## src/verilog/pmp_config.svh

```systemverilog
`ifndef PMP_CONFIG_SVH
`define PMP_CONFIG_SVH

// Hardware task count, one stack boundary each
`define PMP_TASKS 8

// Protection rows per task
// Kept at 4 so a single configuration word covers one task
`define PMP_ROWS 4

// Data address width of the core
`define PMP_AW 16

// CSR word width
`define PMP_XLEN 32

// Address CSRs, one per row, task major
`define PMP_ADDR_CSR_BASE 12'h400

// Configuration CSRs, one word per task
`define PMP_CFG_CSR_BASE 12'h480

`endif
```

## src/verilog/pmp_pkg.sv

```systemverilog
`include "pmp_config.svh"

package pmp_pkg;

    localparam int TASK_ID_W = $clog2(`PMP_TASKS);
    localparam int OPCODE_W  = 7;

    // Major opcodes of the RV32 load and store groups
    localparam logic [OPCODE_W-1:0] OP_LOAD  = 7'b0000011;
    localparam logic [OPCODE_W-1:0] OP_STORE = 7'b0100011;

    // One configuration byte per protection row
    typedef struct packed {
        logic       locked;   // Frees only on reset
        logic       reserved;
        logic [2:0] mode;     // Nonzero makes the row active
        logic       exec_en;  // Stored, not enforced
        logic       write_en;
        logic       read_en;
    } pmp_cfg_t;

    // Inclusive address window of a row
    typedef struct packed {
        logic [`PMP_AW-1:0] upper_bound;
        logic [`PMP_AW-1:0] lower_bound;
    } pmp_addr_t;

    // A CSR word seen as a row address or as the row bytes of one task
    typedef union packed {
        pmp_addr_t                  addr;
        pmp_cfg_t [`PMP_ROWS-1:0]   cfg;  // Byte i belongs to row i
    } pmp_csr_word_u;

    // Data memory access leaving the execute stage
    typedef struct packed {
        logic [`PMP_AW-1:0]   addr;
        logic [OPCODE_W-1:0]  opcode;
        logic [TASK_ID_W-1:0] id;
    } mem_access_t;

endpackage

```

## src/verilog/csr_pkg.sv

```systemverilog
`include "pmp_config.svh"

package csr_pkg;

    localparam int CSR_ADDR_W = 12; // Standard RISC-V CSR address space
    localparam int ZIMM_W     = 5;

    // Read-modify-write kind of a CSR instruction
    typedef enum logic [1:0] {
        CSR_NONE  = 2'd0,
        CSR_WRITE = 2'd1, // csrrw / csrrwi
        CSR_SET   = 2'd2, // csrrs / csrrsi
        CSR_CLEAR = 2'd3  // csrrc / csrrci
    } csr_op_t;

    // One CSR access as issued by the decode stage
    typedef struct packed {
        logic                  enable;
        logic [CSR_ADDR_W-1:0] addr;
        csr_op_t               op;
        logic                  use_imm;  // Take zimm instead of rs1
        logic [ZIMM_W-1:0]     zimm;
        logic [`PMP_XLEN-1:0]  rs1_data;
    } csr_req_t;

endpackage

```

## src/verilog/pmp.sv

```systemverilog
`timescale 1ns/1ps
`include "pmp_config.svh"

// Physical memory protection for data accesses of the hardware tasks
module pmp (
    input  logic                          clk,
    input  logic                          reset,
    input  csr_pkg::csr_req_t             csr_req,
    output logic [`PMP_XLEN-1:0]          csr_rdata,
    input  pmp_pkg::mem_access_t          access,
    input  logic                          task_entry,
    input  logic [pmp_pkg::TASK_ID_W-1:0] entry_id,
    input  logic [`PMP_AW-1:0]            sp,
    input  logic                          enable,
    output logic                          mem_fault
);

    pmp_pkg::pmp_addr_t [`PMP_TASKS-1:0][`PMP_ROWS-1:0] rows_addr;
    pmp_pkg::pmp_cfg_t  [`PMP_TASKS-1:0][`PMP_ROWS-1:0] rows_cfg;
    logic [`PMP_TASKS-1:0][`PMP_AW-1:0]                 bounds;

    pmp_csr_bank u_csr_bank (
        .clk       (clk),
        .reset     (reset),
        .csr_req   (csr_req),
        .csr_rdata (csr_rdata),
        .rows_addr (rows_addr),
        .rows_cfg  (rows_cfg)
    );

    stack_bound_tracker u_bound_tracker (
        .clk        (clk),
        .reset      (reset),
        .task_entry (task_entry),
        .entry_id   (entry_id),
        .sp         (sp),
        .bounds     (bounds)
    );

    region_checker u_region_checker (
        .clk       (clk),
        .reset     (reset),
        .enable    (enable),
        .access    (access),
        .bounds    (bounds),
        .rows_addr (rows_addr),
        .rows_cfg  (rows_cfg),
        .mem_fault (mem_fault)
    );

endmodule

```

## src/verilog/region_checker.sv

```systemverilog
`timescale 1ns/1ps
`include "pmp_config.svh"

// Fault decision for one data access, registered
module region_checker (
    input  logic                                              clk,
    input  logic                                              reset,
    input  logic                                              enable,
    input  pmp_pkg::mem_access_t                              access,
    input  logic [`PMP_TASKS-1:0][`PMP_AW-1:0]                bounds,
    input  pmp_pkg::pmp_addr_t [`PMP_TASKS-1:0][`PMP_ROWS-1:0] rows_addr,
    input  pmp_pkg::pmp_cfg_t  [`PMP_TASKS-1:0][`PMP_ROWS-1:0] rows_cfg,
    output logic                                              mem_fault
);

    pmp_pkg::pmp_addr_t [`PMP_ROWS-1:0] task_addr;
    pmp_pkg::pmp_cfg_t  [`PMP_ROWS-1:0] task_cfg;
    logic [`PMP_AW-1:0]                 task_bound;
    logic [`PMP_ROWS-1:0]               row_grant;
    logic                               is_load;
    logic                               is_store;
    logic                               below_bound;
    logic                               fault_next;

    // Only the rows of the accessing task take part
    assign task_addr  = rows_addr[access.id];
    assign task_cfg   = rows_cfg[access.id];
    assign task_bound = bounds[access.id];

    assign is_load     = access.opcode == pmp_pkg::OP_LOAD;
    assign is_store    = access.opcode == pmp_pkg::OP_STORE;
    assign below_bound = access.addr < task_bound;

    for (genvar r = 0; r < `PMP_ROWS; r++) begin : g_row
        logic in_window;
        logic kind_ok;

        assign in_window = (task_addr[r].lower_bound <= access.addr) &&
                           (access.addr <= task_addr[r].upper_bound);
        // exec_en plays no part on the data side
        assign kind_ok   = (is_load && task_cfg[r].read_en) ||
                           (is_store && task_cfg[r].write_en);
        assign row_grant[r] = (task_cfg[r].mode != 3'd0) && in_window && kind_ok;
    end

    // Any single granting row clears the fault
    assign fault_next = enable && (is_load || is_store) && below_bound && !(|row_grant);

    always_ff @(posedge clk) begin
        if (reset) begin
            mem_fault <= 1'b0;
        end else begin
            mem_fault <= fault_next;
        end
    end

endmodule

```

## src/verilog/stack_bound_tracker.sv

```systemverilog
`timescale 1ns/1ps
`include "pmp_config.svh"

// Captures the stack pointer of each task as it is entered
module stack_bound_tracker (
    input  logic                                  clk,
    input  logic                                  reset,
    input  logic                                  task_entry,
    input  logic [pmp_pkg::TASK_ID_W-1:0]         entry_id,
    input  logic [`PMP_AW-1:0]                    sp,
    output logic [`PMP_TASKS-1:0][`PMP_AW-1:0]    bounds
);

    logic [`PMP_TASKS-1:0] load_en;

    // One-hot load strobe from the entering task
    always_comb begin
        load_en = '0;
        if (task_entry) begin
            load_en[entry_id] = 1'b1;
        end
    end

    for (genvar t = 0; t < `PMP_TASKS; t++) begin : g_bound
        always_ff @(posedge clk) begin
            if (reset) begin
                bounds[t] <= '0; // Nothing lies below zero, so no fault
            end else if (load_en[t]) begin
                bounds[t] <= sp;
            end
        end
    end

endmodule

```

## src/verilog/pmp_csr_bank.sv

```systemverilog
`timescale 1ns/1ps
`include "pmp_config.svh"

// Row address and configuration registers of every task behind the CSR port
module pmp_csr_bank (
    input  logic                                              clk,
    input  logic                                              reset,
    input  csr_pkg::csr_req_t                                 csr_req,
    output logic [`PMP_XLEN-1:0]                              csr_rdata,
    output pmp_pkg::pmp_addr_t [`PMP_TASKS-1:0][`PMP_ROWS-1:0] rows_addr,
    output pmp_pkg::pmp_cfg_t  [`PMP_TASKS-1:0][`PMP_ROWS-1:0] rows_cfg
);

    localparam int ADDR_CSRS = `PMP_TASKS * `PMP_ROWS;
    localparam int ROW_W     = $clog2(`PMP_ROWS);
    localparam int TASK_W    = pmp_pkg::TASK_ID_W;

    logic [csr_pkg::CSR_ADDR_W-1:0] addr_off;
    logic [csr_pkg::CSR_ADDR_W-1:0] cfg_off;
    logic                           addr_hit;
    logic                           cfg_hit;
    logic [TASK_W-1:0]              addr_task;
    logic [ROW_W-1:0]               addr_row;
    logic [TASK_W-1:0]              cfg_task;
    logic                           do_write;
    logic [`PMP_XLEN-1:0]           operand;
    pmp_pkg::pmp_csr_word_u         old_word;
    pmp_pkg::pmp_csr_word_u         new_word;

    // Below the base the offset wraps high and misses the range check
    assign addr_off = csr_req.addr - `PMP_ADDR_CSR_BASE;
    assign cfg_off  = csr_req.addr - `PMP_CFG_CSR_BASE;
    assign addr_hit = addr_off < ADDR_CSRS;
    assign cfg_hit  = cfg_off < `PMP_TASKS;

    assign addr_task = addr_off[ROW_W +: TASK_W]; // Task major layout
    assign addr_row  = addr_off[ROW_W-1:0];
    assign cfg_task  = cfg_off[TASK_W-1:0];

    // Current contents of the addressed CSR, zero when unmapped
    always_comb begin
        old_word = '0;
        if (addr_hit) begin
            old_word.addr = rows_addr[addr_task][addr_row];
        end else if (cfg_hit) begin
            old_word.cfg = rows_cfg[cfg_task];
        end
    end

    assign csr_rdata = old_word;

    assign operand = csr_req.use_imm ? `PMP_XLEN'(csr_req.zimm) : csr_req.rs1_data;

    always_comb begin
        unique case (csr_req.op)
            csr_pkg::CSR_WRITE: new_word = pmp_pkg::pmp_csr_word_u'(operand);
            csr_pkg::CSR_SET:   new_word = pmp_pkg::pmp_csr_word_u'(old_word | operand);
            csr_pkg::CSR_CLEAR: new_word = pmp_pkg::pmp_csr_word_u'(old_word & ~operand);
            default:            new_word = old_word;
        endcase
    end

    assign do_write = csr_req.enable && (csr_req.op != csr_pkg::CSR_NONE);

    always_ff @(posedge clk) begin
        if (reset) begin
            rows_addr <= '0;
            rows_cfg  <= '0;
        end else if (do_write) begin
            // A locked row also freezes its address window
            if (addr_hit && !rows_cfg[addr_task][addr_row].locked) begin
                rows_addr[addr_task][addr_row] <= new_word.addr;
            end
            if (cfg_hit) begin
                for (int i = 0; i < `PMP_ROWS; i++) begin
                    if (!rows_cfg[cfg_task][i].locked) begin
                        rows_cfg[cfg_task][i] <= new_word.cfg[i];
                    end
                end
            end
        end
    end

endmodule

```

## config.mk

```make
export PLATFORM = sky130hd
export DESIGN_NAME = pmp
export DESIGN_NICKNAME = d
export VERILOG_FILES = /design/src/verilog/pmp_pkg.sv /design/src/verilog/csr_pkg.sv /design/src/verilog/pmp.sv /design/src/verilog/region_checker.sv /design/src/verilog/stack_bound_tracker.sv /design/src/verilog/pmp_csr_bank.sv
export VERILOG_INCLUDE_DIRS = /design/src /design/src/verilog
export SDC_FILE = /design/constraint.sdc
export NUM_CORES = 2
export LEC_CHECK = 0
export ABC_CLOCK_PERIOD_IN_PS = 12700
export BUFFER_PORTS_ARGS = -buffer_cell sky130_fd_sc_hd__buf_2
export CELL_PAD_IN_SITES_DETAIL_PLACEMENT = 1
export CELL_PAD_IN_SITES_GLOBAL_PLACEMENT = 2
export CORE_ASPECT_RATIO = 1.4
export CORE_MARGIN = 2
export CORE_UTILIZATION = 44
export CTS_CLUSTER_DIAMETER = 200
export DETAILED_ROUTE_END_ITERATION = 16
export GPL_ROUTABILITY_DRIVEN = 0
export HOLD_SLACK_MARGIN = 0.05
export PLACE_DENSITY_LB_ADDON = 0.25
export RECOVER_POWER = 50
export REMOVE_ABC_BUFFERS = 1
export SLEW_MARGIN = 25
export SYNTH_ARGS = -nofsm -noshare
export SYNTH_HDL_FRONTEND = slang
export SYNTH_HIERARCHICAL = 1
export SYNTH_SLANG_ARGS = --single-unit
```

## constraint.sdc

```tcl
create_clock -name clk -period 12.7 [get_ports clk]
set_clock_uncertainty 0.2 [all_clocks]
set_input_delay 1.27 -clock clk [delete_from_list [all_inputs] [get_ports clk]]
set_output_delay 1.27 -clock clk [all_outputs]
set_load 0.01 [all_outputs]
```

Word level (Yosys, flattened, before mapping) --
Cells that the tools add are included.
Storage, ports and cells: flip-flop bits (word level) 1409, input bits 102, output and inout bits 33
Cells by class: $add $sub $neg 2, order comparisons 20, equal/unequal tests 5, multiplexer cells 53, bitwise logic cells 3, reductions and logical operators 44
Operators with widths (number):
- 2-to-1 mux 256 bit | 13
- bitwise mux 1024 bit | 1
- bitwise mux 256 bit | 4
- binary-select mux 128 bit (select 3 bit) | 2
- demux 128 bit (select 3 bit) | 1
- demux 32 bit (select 3 bit) | 4
- 2-to-1 mux 128 bit | 3
- binary-select mux 32 bit (select 3 bit) | 3
- 2-to-1 mux 32 bit | 8
- <= comparator 16 bit | 8
- one-hot mux 32 bit (3 select lines) | 1
- binary-select mux 32 bit (select 2 bit) | 1
- demux 32 bit (select 2 bit) | 1
- binary-select mux 16 bit (select 3 bit) | 1
- bitwise AND 32 bit | 1
- 2-to-1 mux 16 bit | 2
- NOT 32 bit | 1
- bitwise OR 32 bit | 1
- 2-to-1 mux 30 bit | 1
- logical AND 1 bit | 29
- 2-to-1 mux 24 bit | 1
- 2-to-1 mux 8 bit | 3
- subtractor 12 x 11 -> 12 bit, second input constant | 2
- binary-select mux 8 bit (select 2 bit) | 1
- 19 further kinds | 34

Logic depth before layout (Yosys ltp) --
depth in word-level cells 25, mapped depth 16, gate-level depth less buffers 11

Hierarchy --
Netlist, hierarchy kept.
By module, submodules not included:
- pmp_csr_bank | instances 1, cells each 6305, area each 56113.8 µm², seq. area each 25624.6 µm²
- region_checker | instances 1, cells each 996, area each 12449.4 µm², seq. area each 20.0 µm²
- stack_bound_tracker | instances 1, cells each 459, area each 5096.1 µm², seq. area each 2562.5 µm²

Worst setup path after synthesis --
Ideal clock, no wire load.
path type input-to-reg, start point input access[0] (netlist bit), end point register u_region_checker.mem_fault, setup time 122 ps, arrival time 4600 ps, required time 12378 ps, setup slack 7778 ps, stages 16, path buffers 5, path through buf_6 -> buf_8 -> buf_6 -> clkbuf_1 -> buf_2 -> mux4_2 -> mux2_2 -> ha_1 -> nor2b_1 -> o211ai_1 -> a21oi_1 -> a211oi_1 -> nor3_1 -> a2111oi_0 -> nor2_1 -> o311a_1
Between the ends: cells in the longest elaborated chain, start to end 9
Ends and longest elaborated chain:
- from (decl) | line pmp.sv:10 | input pmp_pkg::mem_access_t access,
- binary-select mux 128 bit (select 3 bit) | line region_checker.sv:26 | assign task_addr = rows_addr[access.id];
- 2-to-1 mux 128 bit (not written as such) | line region_checker.sv:26
- <= comparator 16 bit (on tied branches) | line region_checker.sv:38, region_checker.sv:39
- logical AND 1 bit | line region_checker.sv:38 | assign in_window = (task_addr[r].lower_bound <= access.addr) &&
- logical AND 1 bit (2 in series) | line region_checker.sv:43 | assign row_grant[r] = (task_cfg[r].mode != 3'd0) && in_window && kind_ok;
- OR reduction 4 bit | line region_checker.sv:47 | assign fault_next = enable && (is_load || is_store) && below_bound && !(|row_grant);
- zero test 1 bit | line region_checker.sv:47
- logical AND 1 bit (*) | line region_checker.sv:47
- to (signal assigned) | line region_checker.sv:53 | mem_fault <= fault_next;
- to (decl) | line region_checker.sv:13 | output logic mem_fault
Every way passes the cells marked *; elsewhere a longest branch is shown, timed or not. The select of a mux whose other input is x is not followed. A chain may end at the register's enable or synchronous reset.

Worst setup path after layout --
start point input csr_req[44] (netlist bit), end point register, netlist name u_csr_bank/rows_addr[36]
Between the ends: cells in the longest elaborated chain, start to end 9
Ends and longest elaborated chain:
- from (decl) | line pmp.sv:8 | input csr_pkg::csr_req_t csr_req,
- subtractor 12 x 11 -> 12 bit (no line)
- binary-select mux 128 bit (select 3 bit) | line pmp_csr_bank.sv:44 | old_word.addr = rows_addr[addr_task][addr_row];
- 2-to-1 mux 128 bit (not written as such) | line pmp_csr_bank.sv:44
- binary-select mux 32 bit (select 2 bit) | line pmp_csr_bank.sv:44
- 2-to-1 mux 32 bit (not written as such) | line pmp_csr_bank.sv:44
- 2-to-1 mux 32 bit | line pmp_csr_bank.sv:43 | if (addr_hit) begin
- bitwise AND 32 bit or bitwise OR 32 bit (tied branches) | line pmp_csr_bank.sv:58, pmp_csr_bank.sv:57
- one-hot mux 32 bit (3 select lines) | line pmp_csr_bank.sv:55 | unique case (csr_req.op)
- bitwise mux 1024 bit | line pmp_csr_bank.sv:72 | rows_addr[addr_task][addr_row] <= new_word.addr;
Several ways; a longest one is shown, not always the timed one. The select of a mux whose other input is x is not followed.

==> impl_metrics.tcl <==
set metrics [dict create \
    drc 0 \
    slew_violations 1388 \
    power_density_nw_per_um2 124 \
    antenna_found_initial 22 \
    vdd_drop_max_mv 0.140 \
    worstSetupStartpointType "input port" \
    fin_crit_sh 0.789 \
    p_sw_frac 0.265 \
    setup_violations 0 \
    fp.coreArea_um2 166000 \
    clk_latency_ps 850 \
    grt_pass1_vias 68344 \
    layout-drive-gt1-share 0.172 \
    min_path_cells 2 \
    p_leak_nw 27.7 \
    initial_core_util 0.443 \
    placementRows 177 \
    syn_avg_cell_area_um2 9.49 \
    synthCells 7760 \
    reg2reg_to "u_csr_bank/rows_addr[588]" \
    synth.area.top_cells "dfxtp_1 (38%), mux4_2 (13%), nand2_1 (4.3%), o21ai_0 (4.2%), a21oi_1 (3.9%)" \
    htree_levels 4 \
    cts_resized 0 \
    layout_commonest_cell "dfxtp_1" \
    clk_path_buf_depth 3 \
    arrival_ps 10350 \
    post_drt_via_cell_ratio 6.96 \
    die_area_um2 171000 \
    wl_per_cell_um 35.2 \
    rr_startpoint "u_csr_bank/rows_cfg[108]" \
    die_h_um 488 \
    holdBufCountCts 0 \
    maxSlewHeadroom -1.87 \
    ys_seq_area_frac 0.383 \
    yosysWarnings 6 \
    cts.sinks 1409 \
    r2r_cells 7 \
    instances_no_fill 9797 \
    async_reset_ff_frac 0 \
    ff2ff_setup_slack_ps 7430 \
    clock.fmax_ghz 0.0998 \
    crit_fanout 55 \
    clk_pin_slew_ps 60 \
    synth_top_cell_area_share 0.383 \
    grt_max_degree 112 \
    root_buffer "clkbuf_16" \
    synth_area_leader_cell "dfxtp_1" \
    worstPathRequired_ps 13030 \
    area_delta_synth_final_pct 8.81 \
    die_w_um 350 \
    nets 7683 \
    vias 68211 \
    finalPower_mw 9.97 \
    syn_area_um2 73700 \
    hold_path_end "u_csr_bank/rows_cfg[250]" \
    seq_power_share 0.444 \
    worst_slew_pin_slew_ps 4300 \
    status "finished with violations" \
    design_area_um2 80100 \
    grt_usage 0.397 \
    rsz0062_at_grt "false" \
    post_cts_buffers 0 \
    cp-end-kind "flip-flop" \
    cts_buffers 149 \
    netlist-cell-type-count 104 \
    power.internal_mw 7.33 \
    hold_viol 0 \
    io_pins 135 \
    synth_edf_count 0 \
    ant_nets 0 \
    finalCriticalPeriod_ps 10020 \
    power.switching_mw 2.64 \
    drt_iter0_markers 7221 \
    final_util 0.482 \
    numPortBuffers 134 \
    most-common-layout-cells "dfxtp_1 (1409), nand2_1 (840), o21ai_0 (623)" \
    grt-ovfl-total 0 \
    power.share.combinational 0.089 \
    dp_hpwl_mm 228 \
    cts_tree "done" \
    maxCapViolCount 34 \
    grt_pass1_wl_mm 493 \
    wirelength_mm 345 \
    synth-seq-cells 1409 \
    place_inst 9522 \
    placed_area_um2 75200 \
    synth_ff_type "dfxtp_1" \
    crit_type "in2reg" \
    min_path_type "reg2reg" \
    drt_first_pass_iters 7 \
    violations "capacitance limit, slew limit" \
    pwr-share-clk 0.467 \
    holdCritStartpoint "u_csr_bank/rows_cfg[250]" \
]
synthesized netlist by cell type, types with 11 or more instances:
cell type / count
mux2_2: 135
a22oi_1: 38
o221a_2: 46
o21ai_1: 16
ha_1: 144
nor4_1: 22
nand4_1: 34
nand3_1: 538
nor2_1: 452
o22a_1: 12
a311oi_1: 12
o22ai_1: 26
nor3_1: 36
a22o_1: 58
a21o_1: 31
nor2_4: 13
nor2b_1: 39
buf_2: 260
nor3_2: 25
o211ai_1: 19
a211oi_1: 291
a21oi_1: 574
buf_6: 51
a221oi_1: 258
dfxtp_1: 1409
mux4_2: 436
mux2i_1: 261
a221o_1: 32
o31ai_1: 51
nor2_2: 16
buf_4: 68
nand2_1: 849
clkbuf_1: 384
o21ai_0: 616
nand2b_1: 151
buf_1: 46
o221ai_1: 32
or3_1: 11
inv_1: 43
o2bb2ai_1: 31
power groups by stage:
stage,clock network (mW),registers [mW],logic (mW)
5_1_grt,4.86,4.43,0.895
3_3_place_gp,0,4.53,0.835
6_report,4.65,4.43,0.886
4_1_cts,4.70,4.43,0.850
2_1_floorplan,0,4.53,0.339
3_5_place_dp,0,4.53,0.848
through the flow:
step           worst slack (ps)  setup TNS (ps)  hold WS (ps)
6_report                   2680               0           249
4_1_cts                    5480               0           252
5_1_grt                    2580               0           274
3_5_place_dp               5490               0           245
3_3_place_gp               5460               0           237
2_1_floorplan             -1760         -190790           223
flip-flops by register name (all words and copies together), names as in the netlist:
signal,flops
u_bound_tracker/bounds,128
u_csr_bank/rows_addr,1024
u_csr_bank/rows_cfg,256
u_region_checker/mem_fault,1
metal layers:
metal	global-route usage	up-vias	part of all wire
met1	0.474	34488	0.37
met2	0.606	3925	0.44
li1	-	28495	-
met5	0	-	0.00033
met4	0.315	16	0.095
met3	0.101	1287	0.099
cell families (layout without fill, tap and decap cells):
family	after synthesis	after routing	share of synthesized area
compound gates	2226	2226	0.198
xor+xnor	1	1	0.000119
fa+ha+maj	144	144	0.0245
buf+inv	861	653	0.0575
flops	1409	1409	0.383
mux	835	835	0.190
other cells	0	8	0
simple gates	2284	2284	0.147
layout make-up:
type	instances	area, um2
Clock inverter	43	576
Inverter	49	199
Sequential cell	1409	28200
Multi-Input combinational cell	5490	41600
Clock buffer	223	4520
Fill cell	18578	86200
Antenna cell	8	20.0
Timing Repair Buffer	338	2280
Tap cell	2237	2800
worst max-delay path by stage:
stage | startpoint | end | cells past startpoint
3_5_place_dp | csr_req[44] | csr_rdata[20] | 10
3_3_place_gp | csr_req[44] | csr_rdata[20] | 10
4_1_cts | csr_req[44] | csr_rdata[20] | 10
5_1_grt | csr_req[44] | csr_rdata[20] | 10
6_report | csr_req[44] | u_csr_bank/rows_addr[36] | 12
2_1_floorplan | reset | u_csr_bank/rows_addr[1007] | 3
worst max-delay path, stage by stage:
cell      delay, ps
buf_8           360
clkbuf_1       3050
buf_4           780
and4bb_2        320
and3_1          380
clkbuf_1        630
nand2_1         450
o221a_2         320
inv_1           100
a221oi_4        270
clkbuf_1       1960
a211oi_1        230
No activity file was read; power rests on OpenSTA's default activity.
